File: config.mk
export PLATFORM = sky130hd
export DESIGN_NAME = fm_synth
export DESIGN_NICKNAME = d
export VERILOG_FILES = /design/src/fm_pkg.sv /design/src/fm_regs.sv /design/src/fm_sequencer.sv /design/src/fm_phase.sv /design/src/fm_waveform.sv /design/src/fm_mixer.sv /design/src/i2s_tx.sv /design/src/fm_synth.sv
export SDC_FILE = /design/constraint.sdc
export NUM_CORES = 1
export LEC_CHECK = 0
export BUFFER_PORTS_ARGS = -buffer_cell sky130_fd_sc_hd__buf_4
export CAP_MARGIN = 20
export CORE_MARGIN = 2
export CORE_UTILIZATION = 60
export CTS_BUF_LIST = sky130_fd_sc_hd__clkbuf_4 sky130_fd_sc_hd__clkbuf_8 sky130_fd_sc_hd__clkbuf_16
export CTS_CLUSTER_SIZE = 40
export DETAILED_ROUTE_END_ITERATION = 10
export HOLD_SLACK_MARGIN = 0.02
export PLACE_DENSITY = 0.82
export REMOVE_ABC_BUFFERS = 1
export SLEW_MARGIN = 20
export SYNTH_ARGS = -nofsm -noshare
export SYNTH_HDL_FRONTEND = slang
export SYNTH_SLANG_ARGS = --single-unit
File: constraint.sdc
create_clock -name clk -period 4.91 [get_ports clk]
set_clock_uncertainty 0.05 [all_clocks]
set_input_delay 0.7365 -clock clk [delete_from_list [all_inputs] [get_ports clk]]
set_output_delay 0.7365 -clock clk [all_outputs]
set_load 0.05 [all_outputs]
File: src/fm_pkg.sv
package fm_pkg;

    typedef logic [19:0] phase_t;          // phase accumulator, wraps mod 2^20
    typedef logic [9:0]  fnum_t;           // frequency number
    typedef logic [2:0]  block_t;          // octave, left shift of fnum
    typedef logic [2:0]  level_t;          // attenuation, arith right shift
    typedef logic [1:0]  wave_t;           // waveform select
    typedef logic signed [15:0] sample_t;  // audio sample
    typedef logic signed [17:0] acc_t;     // mixer sum, headroom for 4 ops
    typedef logic [31:0] wb_data_t;        // wishbone data word

    // waveform select codes
    localparam wave_t WAVE_OFF    = 2'd0;
    localparam wave_t WAVE_SQUARE = 2'd1;
    localparam wave_t WAVE_SAW    = 2'd2;
    localparam wave_t WAVE_TRI    = 2'd3;

    // one operator word, bits 20..0 of the register
    typedef struct packed {
        logic   kon;                       // key on
        logic   pan_r;                     // route to right
        logic   pan_l;                     // route to left
        level_t level;
        wave_t  wave;
        block_t block;
        fnum_t  fnum;
    } op_cfg_t;

    localparam int CFG_W = $bits(op_cfg_t); // 21

    typedef struct packed {
        sample_t left;                     // sent first
        sample_t right;
    } frame_t;

    typedef enum logic [1:0] {
        IDLE,                              // waiting for sample tick
        RUN,                               // one slot per clock
        DONE                               // gap before next tick
    } seq_state_t;

endpackage

File: src/fm_regs.sv
`timescale 1ns/1ps

module fm_regs #(
    parameter  int NUM_OPS = 4,
    localparam int SLOT_W  = (NUM_OPS > 1) ? $clog2(NUM_OPS) : 1
) (
    input  logic                              clk,
    input  logic                              arst_n,
    input  logic                              wb_cyc,
    input  logic                              wb_stb,
    input  logic                              wb_we,
    input  logic [3:0]                        wb_adr,     // word index
    input  fm_pkg::wb_data_t                  wb_dat_w,
    output fm_pkg::wb_data_t                  wb_dat_r,
    output logic                              wb_ack,
    output fm_pkg::op_cfg_t [NUM_OPS-1:0]     cfg
);

    logic              req;        // new request, not yet acked
    logic              in_range;   // adr hits an operator
    logic [SLOT_W-1:0] idx;

    always_comb begin
        req      = wb_cyc && wb_stb && !wb_ack; // ack lasts a single clock
        in_range = (wb_adr < NUM_OPS);
        idx      = wb_adr[SLOT_W-1:0];
    end

    always_ff @(posedge clk or negedge arst_n) begin
        if (!arst_n) begin
            wb_ack   <= 1'b0;
            wb_dat_r <= '0;
            cfg      <= '0;            // all operators silent after reset
        end else begin
            wb_ack <= req;
            if (req && wb_we && in_range) begin
                cfg[idx] <= fm_pkg::op_cfg_t'(wb_dat_w[fm_pkg::CFG_W-1:0]); // upper bits dropped
            end
            if (req && !wb_we) begin
                // zero-extended readback, out of range reads zero
                wb_dat_r <= in_range ? fm_pkg::wb_data_t'(cfg[idx]) : '0;
            end
        end
    end

    // slave only answers a strobe seen on the previous clock
    a_ack_after_stb : assert property (
        @(posedge clk) disable iff (!arst_n)
        !wb_stb |=> !wb_ack
    );

endmodule

File: src/fm_sequencer.sv
`timescale 1ns/1ps

module fm_sequencer #(
    parameter  int NUM_OPS    = 4,
    parameter  int SAMPLE_DIV = 160,   // >= 136 so one i2s frame fits
    localparam int SLOT_W     = (NUM_OPS > 1) ? $clog2(NUM_OPS) : 1,
    localparam int DIV_W      = $clog2(SAMPLE_DIV)
) (
    input  logic              clk,
    input  logic              arst_n,
    output logic              slot_valid,
    output logic [SLOT_W-1:0] slot,
    output logic              frame_start,
    output logic              frame_last
);

    logic [DIV_W-1:0]    div_cnt;          // sample period counter
    logic                tick;             // one clock per sample period
    fm_pkg::seq_state_t  state;

    always_comb begin
        tick        = (div_cnt == DIV_W'(SAMPLE_DIV - 1));
        frame_start = tick && (state == fm_pkg::IDLE);
        slot_valid  = (state == fm_pkg::RUN);
        frame_last  = slot_valid && (slot == SLOT_W'(NUM_OPS - 1));
    end

    always_ff @(posedge clk or negedge arst_n) begin
        if (!arst_n) begin
            div_cnt <= '0;
        end else if (tick) begin
            div_cnt <= '0;
        end else begin
            div_cnt <= div_cnt + 1'b1;
        end
    end

    always_ff @(posedge clk or negedge arst_n) begin
        if (!arst_n) begin
            state <= fm_pkg::IDLE;
            slot  <= '0;
        end else begin
            case (state)
                fm_pkg::IDLE: begin
                    slot <= '0;
                    if (tick) state <= fm_pkg::RUN;
                end
                fm_pkg::RUN: begin
                    slot <= slot + 1'b1;
                    if (frame_last) state <= fm_pkg::DONE; // last operator this clock
                end
                default: state <= fm_pkg::IDLE;         // DONE lasts one clock
            endcase
        end
    end

    a_slot_in_range : assert property (
        @(posedge clk) disable iff (!arst_n)
        slot_valid |-> (slot < NUM_OPS)
    );

endmodule

File: src/fm_phase.sv
`timescale 1ns/1ps

module fm_phase #(
    parameter  int NUM_OPS = 4,
    localparam int SLOT_W  = (NUM_OPS > 1) ? $clog2(NUM_OPS) : 1
) (
    input  logic                          clk,
    input  logic                          arst_n,
    input  logic                          slot_valid,
    input  logic [SLOT_W-1:0]             slot,
    input  fm_pkg::op_cfg_t [NUM_OPS-1:0] cfg,
    output fm_pkg::phase_t                phase,
    output logic [SLOT_W-1:0]             slot_q,
    output logic                          valid_q
);

    fm_pkg::phase_t  phase_mem [NUM_OPS];   // one accumulator per operator
    fm_pkg::op_cfg_t cur_cfg;
    fm_pkg::phase_t  step;                  // fnum << block
    fm_pkg::phase_t  next_phase;

    always_comb begin
        cur_cfg    = cfg[slot];
        step       = fm_pkg::phase_t'(cur_cfg.fnum) << cur_cfg.block;
        next_phase = cur_cfg.kon ? (phase_mem[slot] + step) : '0; // key off restarts at 0
    end

    always_ff @(posedge clk or negedge arst_n) begin
        if (!arst_n) begin
            valid_q <= 1'b0;
            for (int i = 0; i < NUM_OPS; i++) begin
                phase_mem[i] <= '0;
            end
        end else begin
            valid_q <= slot_valid;
            if (slot_valid) phase_mem[slot] <= next_phase;
        end
    end

    // pipeline payload, qualified by valid_q
    always_ff @(posedge clk) begin
        phase  <= next_phase;
        slot_q <= slot;
    end

endmodule

File: src/fm_waveform.sv
`timescale 1ns/1ps

module fm_waveform #(
    parameter  int NUM_OPS = 4,
    localparam int SLOT_W  = (NUM_OPS > 1) ? $clog2(NUM_OPS) : 1
) (
    input  logic                          clk,
    input  logic                          arst_n,
    input  logic                          valid_q,
    input  logic [SLOT_W-1:0]             slot_q,
    input  fm_pkg::phase_t                phase,
    input  fm_pkg::op_cfg_t [NUM_OPS-1:0] cfg,
    output fm_pkg::sample_t               sample,
    output logic                          pan_l,
    output logic                          pan_r,
    output logic                          sample_valid
);

    fm_pkg::op_cfg_t    cur_cfg;
    logic [7:0]         p;          // top phase bits
    logic signed [17:0] shape;      // full scale wave, room for the offsets
    fm_pkg::sample_t    sample_d;

    always_comb begin
        cur_cfg = cfg[slot_q];
        p       = phase[19:12];
        case (cur_cfg.wave)
            fm_pkg::WAVE_SQUARE: shape = p[7] ? -18'sd16384 : 18'sd16383;
            fm_pkg::WAVE_SAW:    shape = $signed({2'b00, p, 8'h00}) - 18'sd32768;
            fm_pkg::WAVE_TRI: begin
                if (!p[7]) shape = $signed({2'b00, p[6:0], 9'h000}) - 18'sd32768; // rising half
                else       shape = 18'sd32767 - $signed({2'b00, p[6:0], 9'h000}); // falling half
            end
            default:             shape = '0;
        endcase
        if (!cur_cfg.kon) shape = '0;                               // keyed off is silent
        sample_d = fm_pkg::sample_t'(shape >>> cur_cfg.level);      // attenuation
    end

    always_ff @(posedge clk or negedge arst_n) begin
        if (!arst_n) sample_valid <= 1'b0;
        else         sample_valid <= valid_q;
    end

    always_ff @(posedge clk) begin
        sample <= sample_d;
        pan_l  <= cur_cfg.pan_l;
        pan_r  <= cur_cfg.pan_r;
    end

endmodule

File: src/fm_mixer.sv
`timescale 1ns/1ps

module fm_mixer (
    input  logic            clk,
    input  logic            arst_n,
    input  logic            frame_start,
    input  logic            frame_last,
    input  logic            sample_valid,
    input  fm_pkg::sample_t sample,
    input  logic            pan_l,
    input  logic            pan_r,
    output fm_pkg::frame_t  frame,
    output logic            frame_valid
);

    fm_pkg::acc_t acc_l, acc_r;     // running sums
    fm_pkg::acc_t next_l, next_r;   // sums including this clock's sample
    logic         last_d1, last_d2; // frame_last aligned to the pipeline

    function automatic fm_pkg::sample_t sat(input fm_pkg::acc_t v);
        if (v > 18'sd32767)       return 16'sh7fff;
        else if (v < -18'sd32768) return 16'sh8000;
        else                      return fm_pkg::sample_t'(v);
    endfunction

    always_comb begin
        next_l = (frame_start ? '0 : acc_l)
               + ((sample_valid && pan_l) ? fm_pkg::acc_t'(sample) : '0);
        next_r = (frame_start ? '0 : acc_r)
               + ((sample_valid && pan_r) ? fm_pkg::acc_t'(sample) : '0);
    end

    always_ff @(posedge clk or negedge arst_n) begin
        if (!arst_n) begin
            acc_l       <= '0;
            acc_r       <= '0;
            last_d1     <= 1'b0;
            last_d2     <= 1'b0;
            frame_valid <= 1'b0;
        end else begin
            acc_l       <= next_l;
            acc_r       <= next_r;
            last_d1     <= frame_last;
            last_d2     <= last_d1;  // lines up with the last sample
            frame_valid <= last_d2;
        end
    end

    always_ff @(posedge clk) begin
        if (last_d2) frame <= '{left: sat(next_l), right: sat(next_r)};
    end

    // one frame per sample period
    a_frame_pulse : assert property (
        @(posedge clk) disable iff (!arst_n)
        frame_valid |=> !frame_valid
    );

endmodule

File: src/i2s_tx.sv
`timescale 1ns/1ps

module i2s_tx (
    input  logic           clk,
    input  logic           arst_n,
    input  logic           frame_valid,
    input  fm_pkg::frame_t frame,
    output logic           sclk,
    output logic           ws,
    output logic           sd
);

    logic [1:0]  div;       // clk/4
    logic        fall;      // sclk falls after this clock
    logic        active;    // frame loaded or being sent
    logic [5:0]  edge_cnt;  // falling edges since start, 0..32
    logic [31:0] sr;        // left then right, msb first

    always_comb begin
        sclk = div[1];
        fall = (div == 2'd3);
    end

    always_ff @(posedge clk or negedge arst_n) begin
        if (!arst_n) begin
            div      <= '0;
            active   <= 1'b0;
            edge_cnt <= '0;
            ws       <= 1'b1;           // idle is right channel
            sd       <= 1'b0;
        end else begin
            div <= div + 1'b1;
            if (!active) begin
                if (frame_valid) begin
                    active   <= 1'b1;   // start on next falling edge
                    edge_cnt <= '0;
                end
                if (fall) sd <= 1'b0;   // drop after the right lsb
            end else if (fall) begin
                edge_cnt <= edge_cnt + 1'b1;
                if (edge_cnt == 6'd0) begin
                    ws <= 1'b0;         // left, data one sclk later
                    sd <= 1'b0;
                end else begin
                    sd <= sr[31];
                end
                if (edge_cnt == 6'd16) ws <= 1'b1;      // left lsb goes out with this
                if (edge_cnt == 6'd32) active <= 1'b0;  // right lsb out
            end
        end
    end

    always_ff @(posedge clk) begin
        if (!active && frame_valid)           sr <= frame;
        else if (fall && edge_cnt != 6'd0)    sr <= {sr[30:0], 1'b0};
    end

endmodule

File: src/fm_synth.sv
`timescale 1ns/1ps

module fm_synth #(
    parameter  int NUM_OPS    = 4,
    parameter  int SAMPLE_DIV = 160,   // >= 136
    localparam int SLOT_W     = (NUM_OPS > 1) ? $clog2(NUM_OPS) : 1
) (
    input  logic               clk,
    input  logic               arst_n,
    input  logic               wb_cyc,
    input  logic               wb_stb,
    input  logic               wb_we,
    input  logic [3:0]         wb_adr,
    input  fm_pkg::wb_data_t   wb_dat_w,
    output fm_pkg::wb_data_t   wb_dat_r,
    output logic               wb_ack,
    output logic               i2s_sclk,
    output logic               i2s_ws,
    output logic               i2s_sd,
    output logic [NUM_OPS-1:0] led
);

    fm_pkg::op_cfg_t [NUM_OPS-1:0] cfg;
    logic                          slot_valid, frame_start, frame_last;
    logic [SLOT_W-1:0]             slot, slot_q;
    logic                          valid_q;
    fm_pkg::phase_t                phase;
    fm_pkg::sample_t               sample;
    logic                          pan_l, pan_r, sample_valid;
    fm_pkg::frame_t                frame;
    logic                          frame_valid;

    fm_regs #(.NUM_OPS(NUM_OPS)) fm_regs_inst (.*);

    fm_sequencer #(
        .NUM_OPS(NUM_OPS),
        .SAMPLE_DIV(SAMPLE_DIV)
    ) fm_sequencer_inst (.*);

    fm_phase #(.NUM_OPS(NUM_OPS)) fm_phase_inst (.*);     // slot -> phase, +1 clk

    fm_waveform #(.NUM_OPS(NUM_OPS)) fm_waveform_inst (.*); // phase -> sample, +1 clk

    fm_mixer fm_mixer_inst (.*);

    i2s_tx i2s_tx_inst (
        .clk(clk),
        .arst_n(arst_n),
        .frame_valid(frame_valid),
        .frame(frame),
        .sclk(i2s_sclk),
        .ws(i2s_ws),
        .sd(i2s_sd)
    );

    always_comb begin
        for (int i = 0; i < NUM_OPS; i++) led[i] = cfg[i].kon; // lit while keyed on
    end

endmodule

# == Word level (Yosys, flattened, before mapping) ==
# Cells that the tools add are included.
# classes
add_sub_neg,10
magnitude_cmp,11
eq_ne,12
n_shift,2
mux,47
n_bitwise,1
reduce_logical,26
# ops
op,count
$bmux 21 s2,3
$mux 18,7
$mux 21,5
$bwmux 84,1
$bwmux 80,1
$mux 20,4
$mux 32,2
$pmux 18 s3,1
$demux 21 s2,1
$bmux 20 s2,1
$demux 20 s2,1
$add 18x18->18,2
$gt 18x16->1 const B,2
$lt 18x16->1 const B,2
$sub 16x16->17 const B,2
$mux 16,2
$add 20x20->20,1
$shl 10x3->20,1
$mux 6,3
$sshr 18x3->16,1
$sub 15x16->17 const A,1
$logic_and 1x1->1,13
$mux 1,10
$lt 2x3->1 const B,3
other kinds (24),39
# totals
ff_bits,365
in_bits,41
out_inout_bits,40
elab_cells,166

# == Depth between registers and ports, before layout ==
# Gate-level depths: netlist (run 1).
# logic_depth
depth_word,7
ltp_mapped,16
ltp_nobuf,14

# == Hierarchy ==
# Synthesis (run 1) repeated with hierarchy kept, for this count alone.
# hier_totals
cells_unflattened,1665
hier_area_um2,18582.8
# modules_own_cells
module,n_inst,cells_each,area_each_um2,seq_area_each_um2
fm_phase,1,555,5785.5,2467.4
fm_regs,1,273,4580.6,2652.5
fm_mixer,1,480,4559.4,1936.9
i2s_tx,1,184,1900.6,1237.4
fm_waveform,1,126,1224.9,385.4
fm_sequencer,1,47,531.8,300.3

# == Least setup slack after synthesis (run 1) ==
# OpenSTA, ideal clock, no wires.
# synth_path
path_kind,flip-flop to flip-flop
start,reg fm_sequencer_inst.slot[0]
end,reg fm_phase_inst.phase_mem[32] (netlist name)
setup_ns,0.132
t_arrival_ns,4.045
required_time_ns,4.728
slack_ns,0.683
path_stages_with_launch,15
n_path_buf,3
synth_period_minus_slack_ns,4.227
cell_sequence,dfrtp_1 > buf_2 > buf_2 > buf_2 > mux4_2 > ha_1 > fa_1 > a21o_1 > a21oi_1 > o21ai_1 > a21bo_2 > a2111oi_0 > nor4_1 > nor2_1 > o21ai_0
# synth_between
elab_chain_len,7
elab_cells_between_ends,15
cone_classes,1 x add/sub; 2 x order compare; 1 x shift; 9 x mux; 1 x bitwise; 1 x reduce/logical
# synth_lines
item,line,source
from (decl),fm_sequencer.sv:12,"output logic [SLOT_W-1:0] slot,"
from (signal assigned),fm_sequencer.sv:49,slot <= slot + 1'b1;
"parallel branches: the longest is 6 deep, another holds $add 20x20->20",-,
$bwmux 80 (*),fm_phase.sv:36,if (slot_valid) phase_mem[slot] <= next_phase;
"to (signal, indexed assignment)",fm_phase.sv:36,
to (decl),fm_phase.sv:17,fm_pkg::phase_t phase_mem [NUM_OPS];
# Every way passes the cells marked *. The select of a mux whose other input is x is not followed.
# A chain may end at the register's enable or synchronous reset.

# == Final worst setup path (run 1) ==
# layout_path
start,reg fm_sequencer_inst.slot[0]
end,reg fm_phase_inst.phase_mem[52] (netlist name)
# Same word-level chain as after synthesis.

==> flow_metrics.env, run 1 <==
export IMPL_core_um2=29500
export IMPL_ant_nets=0
export IMPL_hold_viol=0
export IMPL_tightest_slew_ns=0.998
export IMPL_p_comb_share_pct=9.0
export IMPL_post_synth_top_count_cell="dfrtp_1"
export IMPL_yosys_area_top_type="dfrtp_1"
export IMPL_yosysUniqueCellTypes=83
export IMPL_maxCapViolations=0
export IMPL_firstDrtPassIters=5
export IMPL_p_sw_share_pct=24.0
export IMPL_p_leak_uw=0.00907
export IMPL_vias=12400
export IMPL_drc=0
export IMPL_syn_avg_cell_area_um2=11.0
export IMPL_path_max_fanout=11
export IMPL_place_ws_ns=0.469
export IMPL_setup_slack_ns=0.291
export IMPL_cts_tree="done"
export IMPL_gr_total_overflow=0
export IMPL_clk_latency_ns=0.53
export IMPL_via_per_inst=6.01
export IMPL_clock_sinks=342
export IMPL_ys_top_cells_by_area="dfrtp_1 (35%), edfxtp_1 (11%), mux4_2 (7.6%)"
export IMPL_yosysTopAreaCellShare_pct=35.0
export IMPL_diodes=0
export IMPL_multi_input_area_um2=8490
export IMPL_antenna_found_initial=1
export IMPL_seqCellArea_um2=8740
export IMPL_portBuffers=58
export IMPL_grt_usage_pct=25.2
export IMPL_slew_violations=0
export IMPL_cts_clk_slew_worst_paths_ns=0.06
export IMPL_period_share_pct=94.1
export IMPL_start_kind="flop"
export IMPL_syn_inst=1622
export IMPL_wl_mm=38.7
export IMPL_p_int_uw=4930
export IMPL_max_vdd_ir_drop_mv=0.306
export IMPL_max_slew_margin_pct=33.5
export IMPL_synth_top_cells_by_count="dfrtp_1 (249), nand2_1 (243), o21ai_0 (127)"
export IMPL_yosys_warnings=0
export IMPL_final_util_pct=67.1
export IMPL_drive_gt1_share_pct=19.7
export IMPL_syn2layout_area_growth_pct=11.0
export IMPL_cts_resized=0
export IMPL_hold_class="in -> async"
export IMPL_gp_congestion=0.900
export IMPL_worstSetupPathType="reg -> reg"
export IMPL_power_density_nw_per_um2=328
export IMPL_synth_edf_count=64
export IMPL_ys_flop_type="dfrtp_1"
export IMPL_seq_area_frac_synth_pct=49.0
export IMPL_clockBufferDepth=3
export IMPL_dieArea_um2=31100
export IMPL_htreeDepth=2
export IMPL_seqPwrFrac_pct=47.2
export IMPL_power_switching_uw=1560
export IMPL_grt_max_degree=110
export IMPL_hpwl_mm=26.1
export IMPL_grt_pass1_wl_mm=63.5
export IMPL_finalSetupViolCount=0
export IMPL_min_period_ns=4.62
export IMPL_outcome="finished, final reports clean"
export IMPL_initial_core_util_pct=60.5
export IMPL_cts_setup_buffers=0
export IMPL_wl_per_cell_um=18.7
export IMPL_hold_ws_ns=0.217
export IMPL_die_height_um=176
export IMPL_synth_area_um2=17800
export IMPL_ys_ff_latch=342
export IMPL_nFillCells=2091
export IMPL_rsz0062_at_grt="no"
export IMPL_p_clk_share_pct=43.8
export IMPL_layout_nets=1755
export IMPL_ioPinCount=81
export IMPL_arrival_ns=4.95
export IMPL_async_reset_ff_share_pct=73.1
export IMPL_finalPower_uw=6490
export IMPL_grt_pass1_vias=12600
export IMPL_hold_buffers=0
export IMPL_ctsRootBufferMaster="clkbuf_16"
export IMPL_row_count=63
export IMPL_numCtsBuffers=37
export IMPL_cp_end_kind="flop"
export IMPL_drtIter0Drc=934
export IMPL_die_w_um=176
export IMPL_cp_required_ns=5.24
export IMPL_fmax_ghz=0.217
[power by group through the flow]
stage / clock network [uW] / registers (uW) / logic [uW]
floorplan: 0 / 3130 / 355
finish: 2840 / 3060 / 582
detailed placement: 0 / 3110 / 580
global placement: 0 / 3100 / 561
global route: 2990 / 3070 / 632
CTS: 2880 / 3060 / 583
[cells by family (layout without fill, tap and decap cells)]
kind of cell | count (synthesis) | in the layout | share of synthesized area [%]
AND/OR/NAND/NOR | 475 | 475 | 12.6
adder cells (fa/ha/maj) | 62 | 62 | 4.48
buffers and inverters | 152 | 199 | 3.68
flip-flops | 342 | 342 | 49.0
AO/OA/AOI/OAI | 351 | 351 | 12.2
multiplexers | 186 | 186 | 15.4
XOR/XNOR | 53 | 53 | 2.60
other | 1 | 11 | 0.0210
[registers in the layout (all words and copies together) (netlist names), 6 cells and up]
| register | flops |
|---|---|
| fm_regs_inst.cfg | 84 |
| fm_phase_inst.phase_mem | 80 |
| fm_mixer_inst.frame | 32 |
| i2s_tx_inst.sr | 32 |
| fm_regs_inst.wb_dat_r | 21 |
| fm_mixer_inst.acc_l | 18 |
| fm_mixer_inst.acc_r | 18 |
| fm_waveform_inst.sample | 16 |
| fm_phase_inst.phase | 8 |
| fm_sequencer_inst.div_cnt | 8 |
| i2s_tx_inst.edge_cnt | 6 |
[final cells by class]
type	instances	share of cell area, %
flip-flops and latches	342	44.2
clock inverters	19	1.09
multi-input cells	1138	42.9
well taps	390	2.47
inverters	52	0.987
repair buffers	81	3.18
clock buffers	47	5.19
[worst max-delay path, cell delays in order, from the launching register on]
cell	delay (ns)
dfrtp_2	0.48
buf_4	0.29
mux4_2	0.56
mux2i_1	0.26
nor3_1	0.15
fa_1	0.45
a21o_1	0.18
a21oi_1	0.28
o21ai_1	0.14
a21bo_2	0.25
a2111oi_0	0.81
nor4_1	0.11
nor2_1	0.28
o21ai_0	0.16
[path summary, 6_finish.rpt]
kind,start,to,slack [ns],cells after the start
max reg2reg,fm_sequencer_inst.slot[0],fm_phase_inst.phase_mem[52],0.29,13
min reg2reg,fm_mixer_inst.last_d1,fm_mixer_inst.last_d2,0.30,0
max in group asynchronous,arst_n,fm_sequencer_inst.slot[0],3.46,2
max,fm_sequencer_inst.slot[0],fm_phase_inst.phase_mem[52],0.29,13
min in group clk,fm_mixer_inst.last_d1,fm_mixer_inst.last_d2,0.30,0
min,arst_n,i2s_tx_inst.edge_cnt[5],0.22,1
[per-layer routing]
layer / GRT usage (%) / vias to the layer above / wire [um]
met5: 0 / - / 0
met4: 8.13 / 0 / 1060
met3: 3.57 / 75 / 1600
met2: 44.4 / 310 / 19800
met1: 32.2 / 6187 / 16200
li1: - / 5857 / -
[stage by stage]
step                instances  setup TNS [ns]  instance area [um2]
finish                   2069               0                19800
global route             2069               0                19800
CTS                      2069               0                19800
detailed placement       2003               0                18500
global placement         2003               0                18500
floorplan                1532          -0.398                17400
[cell usage in the layout, fill, tap and decap left out, types with 34 or more instances in the layout]
master     netlist  routed
ha_1            59      59
nand2_1        243     243
mux2_2          99      99
and3_1          37      37
buf_4           16      79
inv_1           50      50
xnor2_1         35      35
a21oi_1         54      54
edfxtp_1        64      64
o21ai_0        127     126
o21ai_1         34      34
dfrtp_1        249     247
clkbuf_16        0      37
mux4_2          60      60
and2_1          42      42
nor2_1          55      55
Note: power is estimated with default switching activity, not from simulation.
==> run 2: changes to the inputs <==
--- a/config.mk
+++ b/config.mk
@@ -7,13 +7,15 @@
 export LEC_CHECK = 0
 export BUFFER_PORTS_ARGS = -buffer_cell sky130_fd_sc_hd__buf_4
 export CAP_MARGIN = 20
+export CELL_PAD_IN_SITES_DETAIL_PLACEMENT = 0
+export CELL_PAD_IN_SITES_GLOBAL_PLACEMENT = 1
 export CORE_MARGIN = 2
-export CORE_UTILIZATION = 60
+export CORE_UTILIZATION = 50
 export CTS_BUF_LIST = sky130_fd_sc_hd__clkbuf_4 sky130_fd_sc_hd__clkbuf_8 sky130_fd_sc_hd__clkbuf_16
 export CTS_CLUSTER_SIZE = 40
 export DETAILED_ROUTE_END_ITERATION = 10
 export HOLD_SLACK_MARGIN = 0.02
-export PLACE_DENSITY = 0.82
+export PLACE_DENSITY = 0.84
 export REMOVE_ABC_BUFFERS = 1
 export SLEW_MARGIN = 20
 export SYNTH_ARGS = -nofsm -noshare
==> constraint.sdc (replaced) <==
create_clock -name clk -period 5.05 [get_ports clk]
set_clock_uncertainty 0.05 [all_clocks]
set_input_delay 0.7575 -clock clk [delete_from_list [all_inputs] [get_ports clk]]
set_output_delay 0.7575 -clock clk [all_outputs]
set_load 0.05 [all_outputs]
==> run 2 against run 1 <==
Net effect:
- worst setup slack better by 0.32 ns
- non-clock buffer count is the same
- core utilization shrank 11 points
- clock-buffer cell count rose by 1
- critical endpoint is now fm_mixer_inst.frame[20]
- largest power group unchanged
==> flow_metrics.env, run 2 (synthesis gave the netlist of run 1 again) <==
export IMPL_drtIter0Drc=703
export IMPL_multi_input_area_um2=8490
export IMPL_hpwl_mm=25.7
export IMPL_r2r_start="fm_sequencer_inst.div_cnt[0]"
export IMPL_cp_required_ns=5.21
export IMPL_final_common_cell="dfrtp_1"
export IMPL_crit_path_frequent_cell="ha_1"
export IMPL_p_leak_uw=0.00903
export IMPL_gr_total_overflow=0
export IMPL_grt_usage_pct=20.7
export IMPL_ant_nets=0
export IMPL_cp_end_kind="flop"
export IMPL_hold_viol=0
export IMPL_clockBufferDepth=3
export IMPL_drc=0
export IMPL_core_um2=35300
export IMPL_final_util_pct=56.1
export IMPL_wl_met1_mm=17.1
export IMPL_tightest_slew_ns=0.954
export IMPL_min_period_ns=4.44
export IMPL_cpLargestDelayFamily="compound AO/OA/AOI/OAI gates"
export IMPL_via_per_inst=5.58
export IMPL_final_cell_mix="dfrtp_1 (247), nand2_1 (243), o21ai_0 (126), mux2_2 (99), buf_4 (79)"
export IMPL_wl_per_cell_um=17.4
export IMPL_cts_setup_buffers=0
export IMPL_grt_pass1_vias=12000
export IMPL_largest_register="fm_regs_inst.cfg"
export IMPL_cts_resized=0
export IMPL_finalPower_uw=6120
export IMPL_die_height_um=193
export IMPL_start_kind="flop"
export IMPL_dieArea_um2=37200
export IMPL_worstSetupPathType="reg -> reg"
export IMPL_nFillCells=2979
export IMPL_vias=11900
export IMPL_diodes=0
export IMPL_top_layer="met4"
export IMPL_outcome="finished, final reports clean"
export IMPL_routed_wl_met2_mm=17.9
export IMPL_numCtsBuffers=36
export IMPL_max_stage_delay_ns=0.63
export IMPL_initial_core_util_pct=50.5
export IMPL_portBuffers=58
export IMPL_grt_max_degree=122
export IMPL_finalSetupViolCount=0
export IMPL_fmax_ghz=0.225
export IMPL_max_slew_margin_pct=36.4
export IMPL_ctsRootBufferMaster="clkbuf_16"
export IMPL_power_density_nw_per_um2=309
export IMPL_hold_buffers=0
export IMPL_place_ws_ns=0.611
export IMPL_rsz0062_at_grt="no"
export IMPL_syn2layout_area_growth_pct=11.0
export IMPL_clock_sinks=342
export IMPL_gp_congestion=0.837
export IMPL_arrival_ns=4.60
export IMPL_die_w_um=193
export IMPL_layout_nets=1754
export IMPL_grt_pass1_wl_mm=61.5
export IMPL_period_share_pct=87.9
export IMPL_crit_start="fm_sequencer_inst.div_cnt[0]"
export IMPL_path_max_fanout=37
export IMPL_drive_gt1_share_pct=19.4
export IMPL_antenna_found_initial=0
export IMPL_largest_reg_flops=84
export IMPL_cts_clk_slew_worst_paths_ns=0.06
export IMPL_max_vdd_ir_drop_mv=0.411
export IMPL_maxCapViolations=0
export IMPL_cts_tree="done"
export IMPL_met3_length_mm=1.38
export IMPL_worst_path_buf_inv=1
export IMPL_top_regs="fm_regs_inst.cfg (84), fm_phase_inst.phase_mem (80)"
export IMPL_slew_violations=0
export IMPL_row_count=69
export IMPL_htreeDepth=2
export IMPL_hold_ws_ns=0.257
export IMPL_ioPinCount=81
export IMPL_seqCellArea_um2=8740
export IMPL_setup_slack_ns=0.613
export IMPL_firstDrtPassIters=4
export IMPL_crit_slowest_cell="o21ai_1"
export IMPL_clk_latency_ns=0.53
export IMPL_wl_mm=37.2
export IMPL_tns_ns=0
export IMPL_crit_chain="ha_1 > and4_1 > nand4b_1 > buf_4 > and2_1 > ha_1 > fa_1 > a21o_1 > a21oi_1 > o31a_1 > a31oi_1 > a41oi_1 > xnor2_1 > o21ai_1 > o21ai_0"
export IMPL_hold_class="in -> async"
run 2: cell count changes in the layout (fill, tap and decap cells not counted), sizes merged:
| cell | previous run | this run |
|---|---|---|
| clkinvlp | 2 | 1 |
| bufinv | 4 | 1 |
| clkinv | 10 | 13 |
| clkbuf | 47 | 48 |
| inv | 55 | 53 |
run 2: power by group:
part	internal [uW]	leakage, uW	total [uW]	switching [uW]
logic	242	0.00440	563	321
clock network	1510	0.000581	2580	1070
registers	2900	0.00404	2970	75.6
total	4650	0.00903	6120	1470
run 2: layout make-up:
class	instances	share of cell area [%]
multi-input combinational	1138	42.9
clock inverter	16	0.588
sequential	342	44.2
clock buffer	48	5.28
timing repair buffer	81	3.17
tap	461	2.91
inverter	52	0.986
run 2: routing by layer:
metal	GRT usage [%]	up-vias
met5	0	-
met4	6.17	0
met3	3.42	61
met2	34.4	172
met1	28.0	5843
li1	-	5855
run 2: path summary, 6_finish.rpt:
check,endpoint,slack [ns],depth (start not counted)
max,fm_mixer_inst.frame[20],0.61,15
min,i2s_tx_inst.div[0],0.26,1
max reg2reg,fm_mixer_inst.frame[20],0.61,15
min reg2reg,fm_waveform_inst.sample_valid,0.30,0
max in group asynchronous,fm_phase_inst.phase_mem[67],3.62,2
min in group clk,fm_waveform_inst.sample_valid,0.30,0
run 2: per-stage QoR:
| step | instance area (um2) | cells |
|---|---|---|
| after floorplan | 17400 | 1532 |
| after global placement | 18600 | 2074 |
| after detailed placement | 18600 | 2074 |
| after CTS | 19800 | 2138 |
| after global routing | 19800 | 2138 |
| final | 19800 | 2138 |
